File: config.mk
export PLATFORM = sky130hd
export DESIGN_NAME = pad_input_top
export DESIGN_NICKNAME = d
export VERILOG_FILES = /design/src/mouse_pkg.sv /design/src/pad_pkg.sv /design/src/mouse_encoder.sv /design/src/pad_input_top.sv /design/src/pad_port_mux.sv /design/src/pad_scanner.sv
export VERILOG_INCLUDE_DIRS = /design/src
export SDC_FILE = /design/constraint.sdc
export NUM_CORES = 1
export LEC_CHECK = 0
export ABC_AREA = 1
export BUFFER_PORTS_ARGS = -buffer_cell sky130_fd_sc_hd__buf_4
export CAP_MARGIN = 25
export CORE_ASPECT_RATIO = 0.8
export CORE_MARGIN = 10
export CORE_UTILIZATION = 49
export CTS_CLUSTER_DIAMETER = 120
export CTS_CLUSTER_SIZE = 12
export DETAILED_ROUTE_END_ITERATION = 16
export GPL_TIMING_DRIVEN = 0
export PLACE_DENSITY = 0.87
export SKIP_LAST_GASP = 1
export SYNTH_ARGS = -nofsm -noshare
export SYNTH_HDL_FRONTEND = slang
export SYNTH_SLANG_ARGS = --single-unit
File: constraint.sdc
create_clock -name clk_sys -period 4.35 [get_ports clk_sys]
set_input_delay 0.435 -clock clk_sys [delete_from_list [all_inputs] [get_ports clk_sys]]
set_output_delay 0.435 -clock clk_sys [all_outputs]
set_load 0.005 [all_outputs]
File: src/pad_defines.svh
/*
 * Joypad port constants
 * Sizes shared by the pad scanner, the mouse encoder and the packages
 */

`ifndef PAD_DEFINES_SVH
`define PAD_DEFINES_SVH

// ==============================
// Pad inputs
// ==============================

// Joystick inputs behind the turbo tap
`define PAD_COUNT 5

// Raw joystick word from the host side
`define JOY_WIDTH 32

// ==============================
// Mouse
// ==============================

// Idle counter, full after 32767 cycles with clear low
`define MOUSE_TO_WIDTH 15

`endif

File: src/mouse_pkg.sv
/*
 * Mouse types
 * Motion bytes and the packet position
 */

`default_nettype none

package mouse_pkg;

	// ==============================
	// Motion
	// ==============================

	// Two's complement, one axis
	typedef logic [7:0] motion_t;

	// ==============================
	// Packet
	// ==============================

	// 0 x high, 1 x low, 2 y high, 3 y low
	typedef logic [1:0] mouse_cnt_t;

endpackage

`default_nettype wire

File: src/pad_pkg.sv
/*
 * Joypad types
 * Raw joystick words and the console side pad word
 */

`default_nettype none

`include "pad_defines.svh"

package pad_pkg;

	// ==============================
	// Host side
	// ==============================

	// Active high
	// [3:0]  right, left, down, up
	// [7:4]  I, II, select, run
	// [11:8] III to VI
	typedef logic [`JOY_WIDTH-1:0] joy_word_t;

	// ==============================
	// Console side
	// ==============================

	typedef logic [3:0] nibble_t;

	// Active low, four nibbles as the console reads them
	typedef nibble_t [3:0] pad_word_t;

	// Turbo tap slot, 0 to 4 are pads
	typedef logic [2:0] slot_t;

	// {bank, select}
	typedef logic [1:0] nib_sel_t;

endpackage

`default_nettype wire

File: src/mouse_encoder.sv
/*
 * Mouse encoder
 * Accumulates motion reports and serves them as a four nibble packet,
 * one nibble per clear pulse
 */

`default_nettype none

`include "pad_defines.svh"

module mouse_encoder (
	input  logic                clk_sys,
	input  logic                rst_n,
	input  logic                clr_rise,
	input  logic                clr_level,
	input  logic [8:0]          mouse_x,
	input  logic [8:0]          mouse_y,
	input  logic [7:0]          mouse_flags,   // [0] left, [1] right
	input  logic                mouse_strobe,
	input  pad_pkg::joy_word_t  pad_buttons,
	output logic [7:0]          mouse_byte
);

	mouse_pkg::motion_t          acc_x;
	mouse_pkg::motion_t          acc_y;
	mouse_pkg::motion_t          cap_x;
	mouse_pkg::motion_t          cap_y;
	mouse_pkg::mouse_cnt_t       mouse_cnt;
	logic [`MOUSE_TO_WIDTH-1:0]  mouse_to;
	logic                        idle_full;

	assign idle_full = &mouse_to;

	// ==============================
	// Idle timeout
	// ==============================

	always_ff @(posedge clk_sys or negedge rst_n) begin
		if (!rst_n) begin
			mouse_to <= '0;
		end else if (clr_level) begin
			mouse_to <= '0;
		end else if (!idle_full) begin
			mouse_to <= mouse_to + `MOUSE_TO_WIDTH'(1);   // Saturates
		end
	end

	// ==============================
	// Packet position and motion
	// ==============================

	always_ff @(posedge clk_sys or negedge rst_n) begin
		if (!rst_n) begin
			mouse_cnt <= 2'd3;
			acc_x     <= '0;
			acc_y     <= '0;
			cap_x     <= '0;
			cap_y     <= '0;
		end else begin
			// Long idle means the console lost sync and restarts at x high
			if (idle_full)
				mouse_cnt <= 2'd3;

			if (clr_rise) begin
				mouse_cnt <= mouse_cnt + 2'd1;
				if (&mouse_cnt) begin
					cap_x <= acc_x;      // New packet starts
					cap_y <= acc_y;
					acc_x <= '0;
					acc_y <= '0;
				end
			end

			// Strobe overrides the clear above
			if (mouse_strobe) begin
				acc_x <= 8'd0 - mouse_x[7:0];
				acc_y <= mouse_y[7:0];
			end
		end
	end

	// ==============================
	// Packet nibble
	// ==============================

	assign mouse_byte[3:0] = ~{pad_buttons[7:6], mouse_flags[0], mouse_flags[1]};

	always_comb begin
		case (mouse_cnt)
			2'd0:    mouse_byte[7:4] = cap_x[7:4];
			2'd1:    mouse_byte[7:4] = cap_x[3:0];
			2'd2:    mouse_byte[7:4] = cap_y[7:4];
			default: mouse_byte[7:4] = cap_y[3:0];
		endcase
	end

endmodule

`default_nettype wire

File: src/pad_input_top.sv
/*
 * Controller port top
 * Joypad, turbo tap and mouse answers to the console strobes
 */

`default_nettype none

module pad_input_top (
	input  logic                clk_sys,
	input  logic                rst_n,
	input  logic [1:0]          joy_out,
	input  pad_pkg::joy_word_t  joy_a,
	input  pad_pkg::joy_word_t  joy_b,
	input  pad_pkg::joy_word_t  joy_2,
	input  pad_pkg::joy_word_t  joy_3,
	input  pad_pkg::joy_word_t  joy_4,
	input  logic [8:0]          mouse_x,
	input  logic [8:0]          mouse_y,
	input  logic [7:0]          mouse_flags,
	input  logic                mouse_strobe,
	input  logic                joy_swap,
	input  logic                turbotap,
	input  logic                buttons6,
	input  logic                mouse_en,
	output pad_pkg::nibble_t    joy_in
);

	pad_pkg::pad_word_t  pad_word;
	pad_pkg::joy_word_t  pad0_buttons;
	pad_pkg::nib_sel_t   nib_sel;
	logic                slot_first;
	logic                latch_clear;
	logic                clr_rise;
	logic                clr_level;
	logic [7:0]          mouse_byte;

	pad_scanner u_scanner (
		.clk_sys      (clk_sys),
		.rst_n        (rst_n),
		.joy_out      (joy_out),
		.joy_a        (joy_a),
		.joy_b        (joy_b),
		.joy_2        (joy_2),
		.joy_3        (joy_3),
		.joy_4        (joy_4),
		.joy_swap     (joy_swap),
		.turbotap     (turbotap),
		.buttons6     (buttons6),
		.pad_word     (pad_word),
		.pad0_buttons (pad0_buttons),
		.slot_first   (slot_first),
		.nib_sel      (nib_sel),
		.latch_clear  (latch_clear),
		.clr_rise     (clr_rise),
		.clr_level    (clr_level)
	);

	mouse_encoder u_mouse (
		.clk_sys      (clk_sys),
		.rst_n        (rst_n),
		.clr_rise     (clr_rise),
		.clr_level    (clr_level),
		.mouse_x      (mouse_x),
		.mouse_y      (mouse_y),
		.mouse_flags  (mouse_flags),
		.mouse_strobe (mouse_strobe),
		.pad_buttons  (pad0_buttons),
		.mouse_byte   (mouse_byte)
	);

	pad_port_mux u_mux (
		.clk_sys      (clk_sys),
		.rst_n        (rst_n),
		.pad_word     (pad_word),
		.mouse_byte   (mouse_byte),
		.slot_first   (slot_first),
		.mouse_en     (mouse_en),
		.nib_sel      (nib_sel),
		.latch_clear  (latch_clear),
		.joy_in       (joy_in)
	);

endmodule

`default_nettype wire

File: src/pad_port_mux.sv
/*
 * Port mux
 * Picks the mouse or the pad word and latches the addressed nibble
 */

`default_nettype none

module pad_port_mux (
	input  logic                clk_sys,
	input  logic                rst_n,
	input  pad_pkg::pad_word_t  pad_word,
	input  logic [7:0]          mouse_byte,
	input  logic                slot_first,
	input  logic                mouse_en,
	input  pad_pkg::nib_sel_t   nib_sel,
	input  logic                latch_clear,
	output pad_pkg::nibble_t    joy_in
);

	pad_pkg::pad_word_t  port_word;

	// ==============================
	// Word choice
	// ==============================

	// Mouse sits in the first slot only
	always_comb begin
		if (mouse_en && slot_first)
			port_word = {mouse_byte, mouse_byte};
		else
			port_word = pad_word;
	end

	// ==============================
	// Nibble latch
	// ==============================

	always_ff @(posedge clk_sys or negedge rst_n) begin
		if (!rst_n) begin
			joy_in <= '0;
		end else if (latch_clear) begin
			joy_in <= '0;                  // Reads as all pressed during clear
		end else begin
			joy_in <= port_word[nib_sel];  // Nibble {bank, select}
		end
	end

endmodule

`default_nettype wire

File: src/pad_scanner.sv
/*
 * Pad scanner
 * Decodes the console strobes, steps the turbo tap slot and the six-button
 * bank, and forms the active-low word of the addressed pad
 */

`default_nettype none

`include "pad_defines.svh"

module pad_scanner (
	input  logic                 clk_sys,
	input  logic                 rst_n,
	input  logic [1:0]           joy_out,    // [0] select, [1] clear
	input  pad_pkg::joy_word_t   joy_a,
	input  pad_pkg::joy_word_t   joy_b,
	input  pad_pkg::joy_word_t   joy_2,
	input  pad_pkg::joy_word_t   joy_3,
	input  pad_pkg::joy_word_t   joy_4,
	input  logic                 joy_swap,
	input  logic                 turbotap,
	input  logic                 buttons6,
	output pad_pkg::pad_word_t   pad_word,
	output pad_pkg::joy_word_t   pad0_buttons,
	output logic                 slot_first,
	output pad_pkg::nib_sel_t    nib_sel,
	output logic                 latch_clear,
	output logic                 clr_rise,
	output logic                 clr_level
);

	localparam pad_pkg::slot_t last_slot = pad_pkg::slot_t'(`PAD_COUNT - 1);

	logic [1:0]          last_joy_out;
	logic                sel_rise;
	pad_pkg::slot_t      slot;
	logic                bank;       // High buttons III to VI
	pad_pkg::joy_word_t  joys [`PAD_COUNT];

	// Console order, active low
	function automatic pad_pkg::pad_word_t pad_remap(input pad_pkg::joy_word_t j);
		pad_remap = ~{4'hF, j[11:8], j[1], j[2], j[0], j[3], j[7:4]};
	endfunction

	// ==============================
	// Strobe edges
	// ==============================

	always_ff @(posedge clk_sys or negedge rst_n) begin
		if (!rst_n) begin
			last_joy_out <= 2'b00;
		end else begin
			last_joy_out <= joy_out;
		end
	end

	assign clr_level   = joy_out[1];
	assign latch_clear = joy_out[1];
	assign clr_rise    = joy_out[1] & ~last_joy_out[1];
	assign sel_rise    = joy_out[0] & ~last_joy_out[0];

	// ==============================
	// Slot and bank
	// ==============================

	always_ff @(posedge clk_sys or negedge rst_n) begin
		if (!rst_n) begin
			slot <= '0;
			bank <= 1'b0;
		end else if (joy_out[1]) begin
			slot <= '0;              // Clear restarts the tap
			if (clr_rise)
				bank <= ~bank & buttons6;
		end else if (sel_rise && turbotap) begin
			slot <= slot + 3'd1;     // Wraps at 8
		end
	end

	assign slot_first = (slot == '0);
	assign nib_sel    = {bank, joy_out[0]};

	// ==============================
	// Pad word
	// ==============================

	// Swap only touches the first two pads
	assign joys[0] = joy_swap ? joy_b : joy_a;
	assign joys[1] = joy_swap ? joy_a : joy_b;
	assign joys[2] = joy_2;
	assign joys[3] = joy_3;
	assign joys[4] = joy_4;

	assign pad0_buttons = joys[0];  // Mouse buttons come from here

	always_comb begin
		if (slot <= last_slot)
			pad_word = pad_remap(joys[slot]);
		else
			pad_word = 16'h0FFF;    // Empty tap slot
	end

endmodule

`default_nettype wire

* After elaboration in Yosys (flattened, before gate mapping)
Index checks and enable logic that the tools add are counted.
** Storage, ports and cells
- Register bits :: 59
- Output and inout port bits :: 4
** Operators by class
- $add $sub $neg :: 4
- Order comparisons :: 3
- Equal/unequal tests :: 3
- Mux-type cells :: 21
- Bitwise operators :: 9
- Reduce and logical (&&, ||, !) cells :: 13
** Operator list (count)
- $bmux W32 S3 :: 1
- $mux W32 :: 2
- $mux W16 :: 2
- $mux W8 :: 4
- $mux W15 :: 2
- $mux W12 :: 2
- $not A16 Y16 :: 1
- $add A15 B1 Y15 const B :: 1
- $reduce_and A15 Y1 :: 1
- $pmux W4 S3 :: 1
- $bmux W4 S2 :: 1
- $mux W4 :: 2
- $reduce_bool A2 Y1 :: 4
- $sub A1 B8 Y8 const A :: 1
- $mux W3 :: 2
- $reduce_and A2 Y1 :: 3
- $ge A4 B4 Y1 const B :: 1
- $mux W2 :: 2
- $not A3 Y4 :: 1
- $not A4 Y4 :: 1
- $add A3 B1 Y3 const B :: 1
- $and A1 B1 Y1 :: 3
- $le A3 B3 Y1 const B :: 1
- $logic_not A3 Y1 :: 1
- other kinds (9) :: 12

* Longest topological paths before layout
- Depth in word-level cells :: 10
- Mapped depth :: 12
- Depth with buffers taken out :: 11

* Modules after synthesis
Synthesis repeated with hierarchy kept, for this count alone.
** Second synthesis, totals
- Cells, all modules :: 703
- Area total of the unflattened synthesis :: 4556.9 um^2
** Modules (own cells, without submodules)
- mouse_encoder :: instances 1, cells each 316, area each 2471.1 um^2, seq. area each 1228.7 um^2
- pad_scanner :: instances 1, cells each 301, area each 1640.3 um^2, seq. area each 150.1 um^2
- pad_port_mux :: instances 1, cells each 86, area each 445.4 um^2, seq. area each 100.1 um^2

* Worst setup path after synthesis
OpenSTA, ideal clock, no wires.
- Path kind :: reg-to-reg
- Start point :: reg u_scanner.slot[1]
- End point :: reg u_mux.joy_in[0]
- Data arrival time :: 1.499 ns
- Data required time :: 4.221 ns
- Path slack :: 2.722 ns
- Cell stages (with the launch flop) :: 12
- Path buffers :: 2
- Cells stage by stage :: dfrtp_1 > buf_4 > inv_2 > buf_2 > ha_1 > nand3_1 > o21ai_0 > inv_1 > nand2_1 > nand2_1 > nand2_1 > a21oi_1
** Between the ends
- Word-level cells in the longest chain between the ends :: 10
- Elaborated cells on any way between the ends :: 13
- Those cells by class :: order compare (1); mux (8); bitwise (2); reduce/logical (2)
** RTL lines
- from (decl) :: RTL line pad_scanner.sv:36 : pad_pkg::slot_t slot;
- from (signal assigned) :: RTL line pad_scanner.sv:75 : slot <= slot + 3'd1;
- $not A3 Y4 (not written as such) :: RTL line pad_scanner.sv:97 : pad_word = pad_remap(joys[slot]);
- $bmux W32 S3 :: RTL line pad_scanner.sv:97
- $mux W12 (not written as such) (2 in a row) :: RTL line pad_scanner.sv:97
- $not A16 Y16 :: RTL line pad_scanner.sv:42 : pad_remap = ~{4'hF, j[11:8], j[1], j[2], j[0], j[3], j[7:4]};
- $mux W16 :: RTL line pad_scanner.sv:96 : if (slot <= last_slot)
- $mux W16 (*) :: RTL line pad_port_mux.sv:28 : if (mouse_en && slot_first)
- $bmux W4 S2 (*) :: RTL line pad_port_mux.sv:44 : joy_in <= port_word[nib_sel];
- $mux W4 (not written as such) (*) :: RTL line pad_port_mux.sv:44
- $mux W4 (*) :: RTL line pad_port_mux.sv:41 : end else if (latch_clear) begin
- to (signal assigned) :: RTL line pad_port_mux.sv:44
- to (decl) :: RTL line pad_port_mux.sv:17 : output pad_pkg::nibble_t joy_in
Every way passes the cells marked *; elsewhere a longest branch is shown, timed or not. The select of a mux whose other input is x is not followed.
A chain may end at the register's enable or synchronous reset.

* Final worst setup path
Same ends and word-level chain as after synthesis.

==> key figures <==
Placed design
  – Final weighted congestion in routability-driven placement: 0.912
  – Placed cells: 688
  – I/O Buffers: 90
  – HPWL reported at the end of detailed placement: 8110 µm
  – Worst slack after detailed placement: 2.38 ns

Power
  – Static power due to leakage: 0.00249 µW
  – Power Dens Cells: 343 mW/mm²
  – Maximum ir drop on the vdd rail: 291 µV
  – Power consumption: 1560 µW

Global route
  – Pin count of the biggest net entering global routing: 60
  – Antenna violations before repair: 0
  – GR Util All Layers: 18.8%
  – Number of global-route vias before repair: 3524
  – Overflow left after global routing: 0
  – First-pass GRT wire length: 16800 µm

Critical path
  – Startpoint of the worst-slack reg-to-reg timing path: u_scanner.slot[1]
  – Slowest cell on the critical path: sky130_fd_sc_hd__dfrtp_1
  – Kind of start point of the critical path: flop
  – Critical path fanouts, max: 10
  – R2R Setup Slk: 2.32 ns
  – Crit Reg-Reg Endpoint: u_mux.joy_in[0]
  – Category of the most critical setup path: flop to flop
  – Cell breakdown of the critical path: buf_4 > inv_2 > buf_2 > ha_1 > nand3_1 > o21ai_0 > inv_1 > nand2_1 > nand2_1 > nand2_1 > a21oi_1
  – Worst Reg-to-Reg Cells: 11
  – Most used cell along the critical path: sky130_fd_sc_hd__nand2_1
  – Data arrival time at the worst-slack endpoint: 2.23 ns
  – Required time at the worst-slack endpoint: 4.56 ns
  – Biggest cell delay along the critical path: 0.38 ns
  – Endpoint kind of the worst setup timing path: flop

Floorplanning
  – X dimension of the die: 116 µm
  – Die height: 96.6 µm
  – Area of the die: 0.0112 mm²
  – Number of top-level pins: 199
  – Placement Rows: 27
  – Initial standard-cell utilization of the core: 51.4%
  – Core outline area: 0.00699 mm²

Yosys
  – Area share of the largest cell type after synthesis: 39.7%
  – Cell type with the largest total area after synthesis: sky130_fd_sc_hd__dfrtp_1
  – Synth Instances: 511
  – Sequential cell area fraction in the yosys report: 41.2%
  – Synth warnings: 0
  – Main area contributors after synthesis: sky130_fd_sc_hd__dfrtp_1, sky130_fd_sc_hd__nand2_1, sky130_fd_sc_hd__inv_1
  – #FFs+latches synth: 59
  – Number of nets in the synthesized netlist: 714
  – Post-synthesis average cell area: 7.03 µm²
  – Count of cell types in the netlist: 32
  – Total standard cell area after synthesis: 0.00359 mm²

Timing
  – Number of failing hold endpoints at the final stage: 0
  – Post-layout worst setup margin: 2.32 ns
  – Fin Clk Skew: 0.00534 ns
  – Worst Hold Slack: 0.142 ns
  – Final clock period utilization by the worst path: 46.6%
  – Final Setup Violations: 0
  – Setup TNS: 0 ns
  – Min Clock Period, post-route: 2.03 ns
  – Number of max-slew violations in the final report: 0
  – Setup repair after global routing missed its margin: no
  – Maximum frequency from static timing analysis: 494 MHz
  – Worst slew slack as a fraction of its limit: 53.5%
  – Measured slew at the worst slew-check pin: 0.698 ns

Run
  – Max-Cap Viols: 0

CTS
  – H-tree level count: 3
  – Clock Tree Root: sky130_fd_sc_hd__clkbuf_8
  – TritonCTS clock tree: built
  – Clk sink count: 59
  – Post-CTS Setup Bufs: 0
  – Max Buffers Root-to-Sink: 2
  – Clk slew on worst S/H paths: 0.06 ns
  – Clock latency reported for the late side of the worst-skew pair: 0.35 ns
  – Hold Buf Count CTS: 0
  – Number of gates given a new drive strength after cts: 0
  – Total CTS buffers: 9

Detailed routing
  – Routed length per placed instance: 14.6 µm
  – Number of vias in the routed layout: 3741
  – Total length of routed wires: 10300 µm
  – Remaining number of nets flagged by the antenna check after routing: 0
  – Via count normalized by instance count: 5.32
  – DR pass1 iterations: 5
  – Initial DRC Count: 314
  – Number of design rule violations left after detail routing: 0

Cells and area
  – Post-layout net count: 815
  – Area growth from synthesis to layout: 26.8%
  – Most common cell after layout, fill and taps aside: sky130_fd_sc_hd__nand2_1
  – Leading cell types in the layout, fill and taps excluded: sky130_fd_sc_hd__nand2_1, sky130_fd_sc_hd__buf_4, sky130_fd_sc_hd__inv_1
  – Ratio of cells with drive above 1 in the final layout: 20.5%
  – Number of standard cells in the final layout excluding fillers: 703
  – Antenna Diode Count: 0

Min path
  – HP Class: input pin to asynchronous set/reset pin

Status
  – Result of the run: finished, final reports clean
[cell usage after synthesis]
library cell and number:
sky130_fd_sc_hd__nand2_1 149, sky130_fd_sc_hd__inv_1 70, sky130_fd_sc_hd__dfrtp_1 57, sky130_fd_sc_hd__nand3_1 45
sky130_fd_sc_hd__o21ai_0 43, sky130_fd_sc_hd__a21oi_1 34, sky130_fd_sc_hd__nor2_1 29, sky130_fd_sc_hd__nand3b_1 9
sky130_fd_sc_hd__ha_1 8, sky130_fd_sc_hd__nand4_1 7, sky130_fd_sc_hd__nor3_1 7, sky130_fd_sc_hd__clkbuf_1 6
sky130_fd_sc_hd__buf_2 4, sky130_fd_sc_hd__o211ai_1 4, sky130_fd_sc_hd__o21ai_1 4, sky130_fd_sc_hd__a31oi_1 3
sky130_fd_sc_hd__buf_4 3, sky130_fd_sc_hd__buf_6 3, sky130_fd_sc_hd__inv_2 3, sky130_fd_sc_hd__o22ai_1 3
sky130_fd_sc_hd__o32ai_1 3, sky130_fd_sc_hd__or2_2 3, sky130_fd_sc_hd__a211oi_1 2, sky130_fd_sc_hd__dfstp_2 2
sky130_fd_sc_hd__nand2_2 2, sky130_fd_sc_hd__nor2_2 2, sky130_fd_sc_hd__and3_1 1, sky130_fd_sc_hd__clkinv_1 1
sky130_fd_sc_hd__nor4_1 1, sky130_fd_sc_hd__o31ai_1 1, sky130_fd_sc_hd__xnor2_1 1, sky130_fd_sc_hd__xor2_1 1
[cell families (layout without fill, tap and decap cells)]
group           Yosys count  in the layout  synth area share (%)
buf+inv                  90            195                  10.5
simple gates            255            255                  30.5
compound gates           97             97                  14.5
flops                    59             59                  41.2
xor+xnor                  2              2                 0.488
fa+ha+maj                 8              8                  2.79
[report_power, final]
group | switching [µW] | leakage [µW] | internal (µW)
registers | 54.7 | 0.000756 | 652
clock network | 205 | 0.0000953 | 248
logic | 224 | 0.00164 | 176
total | 484 | 0.00249 | 1080
[layout make-up]
cell class | count | area, µm²
fillers | 592 | 2440
multi-input cells | 362 | 1740
flip-flops and latches | 59 | 1480
repair buffers | 90 | 676
inverters | 74 | 278
clock buffers | 13 | 169
well taps | 87 | 109
plain buffers | 16 | 98.8
clock inverters | 2 | 10.0
[per-layer routing]
metal	up-vias	track usage, %	part of all wire [%]
met5	-	0	0
met4	0	5.30	1.4
met3	18	6.72	11
met2	166	29.3	44
met1	1700	24.4	44
li1	1857	-	-
[through the flow]
stage / cell area, µm² / utilization [%]
2_1_floorplan: 3590 / -
3_3_place_gp: 4380 / 62.6
3_5_place_dp: 4380 / 62.6
4_1_cts: 4550 / 65.1
5_1_grt: 4550 / 65.1
6_report: 4550 / 65.1
[worst max-delay path, delay by kind of cell, from the launching register on]
| kind | cells | cell delay (ns) |
|---|---|---|
| flops | 1 | 0.38 |
| fa+ha+maj | 1 | 0.24 |
| compound gates | 2 | 0.29 |
| buf+inv | 4 | 0.62 |
| simple gates | 4 | 0.34 |
[how the worst max path moves through the flow]
stage	startpoint	end	slack [ns]	cells past startpoint
after floorplan	u_scanner.slot[1]	u_mux.joy_in[0]	2.72	11
after global placement	u_scanner.slot[1]	u_mux.joy_in[0]	2.41	11
after detailed placement	u_scanner.slot[1]	u_mux.joy_in[0]	2.38	11
after CTS	u_scanner.slot[1]	u_mux.joy_in[0]	2.36	11
after global routing	u_scanner.slot[1]	u_mux.joy_in[0]	2.12	11
final	u_scanner.slot[1]	u_mux.joy_in[0]	2.32	11
[flip-flops by register name (all words and copies together) (netlist names)]
name and count:
u_mouse.mouse_to 15, u_scanner.slot 3, u_mouse.acc_x 8, u_mouse.acc_y 8, u_mouse.mouse_cnt 2, u_mux.joy_in 4, u_scanner.last_joy_out 2, u_scanner.bank 1
u_mouse.cap_y 8, u_mouse.cap_x 8
No activity file was read; power rests on OpenSTA's default activity.
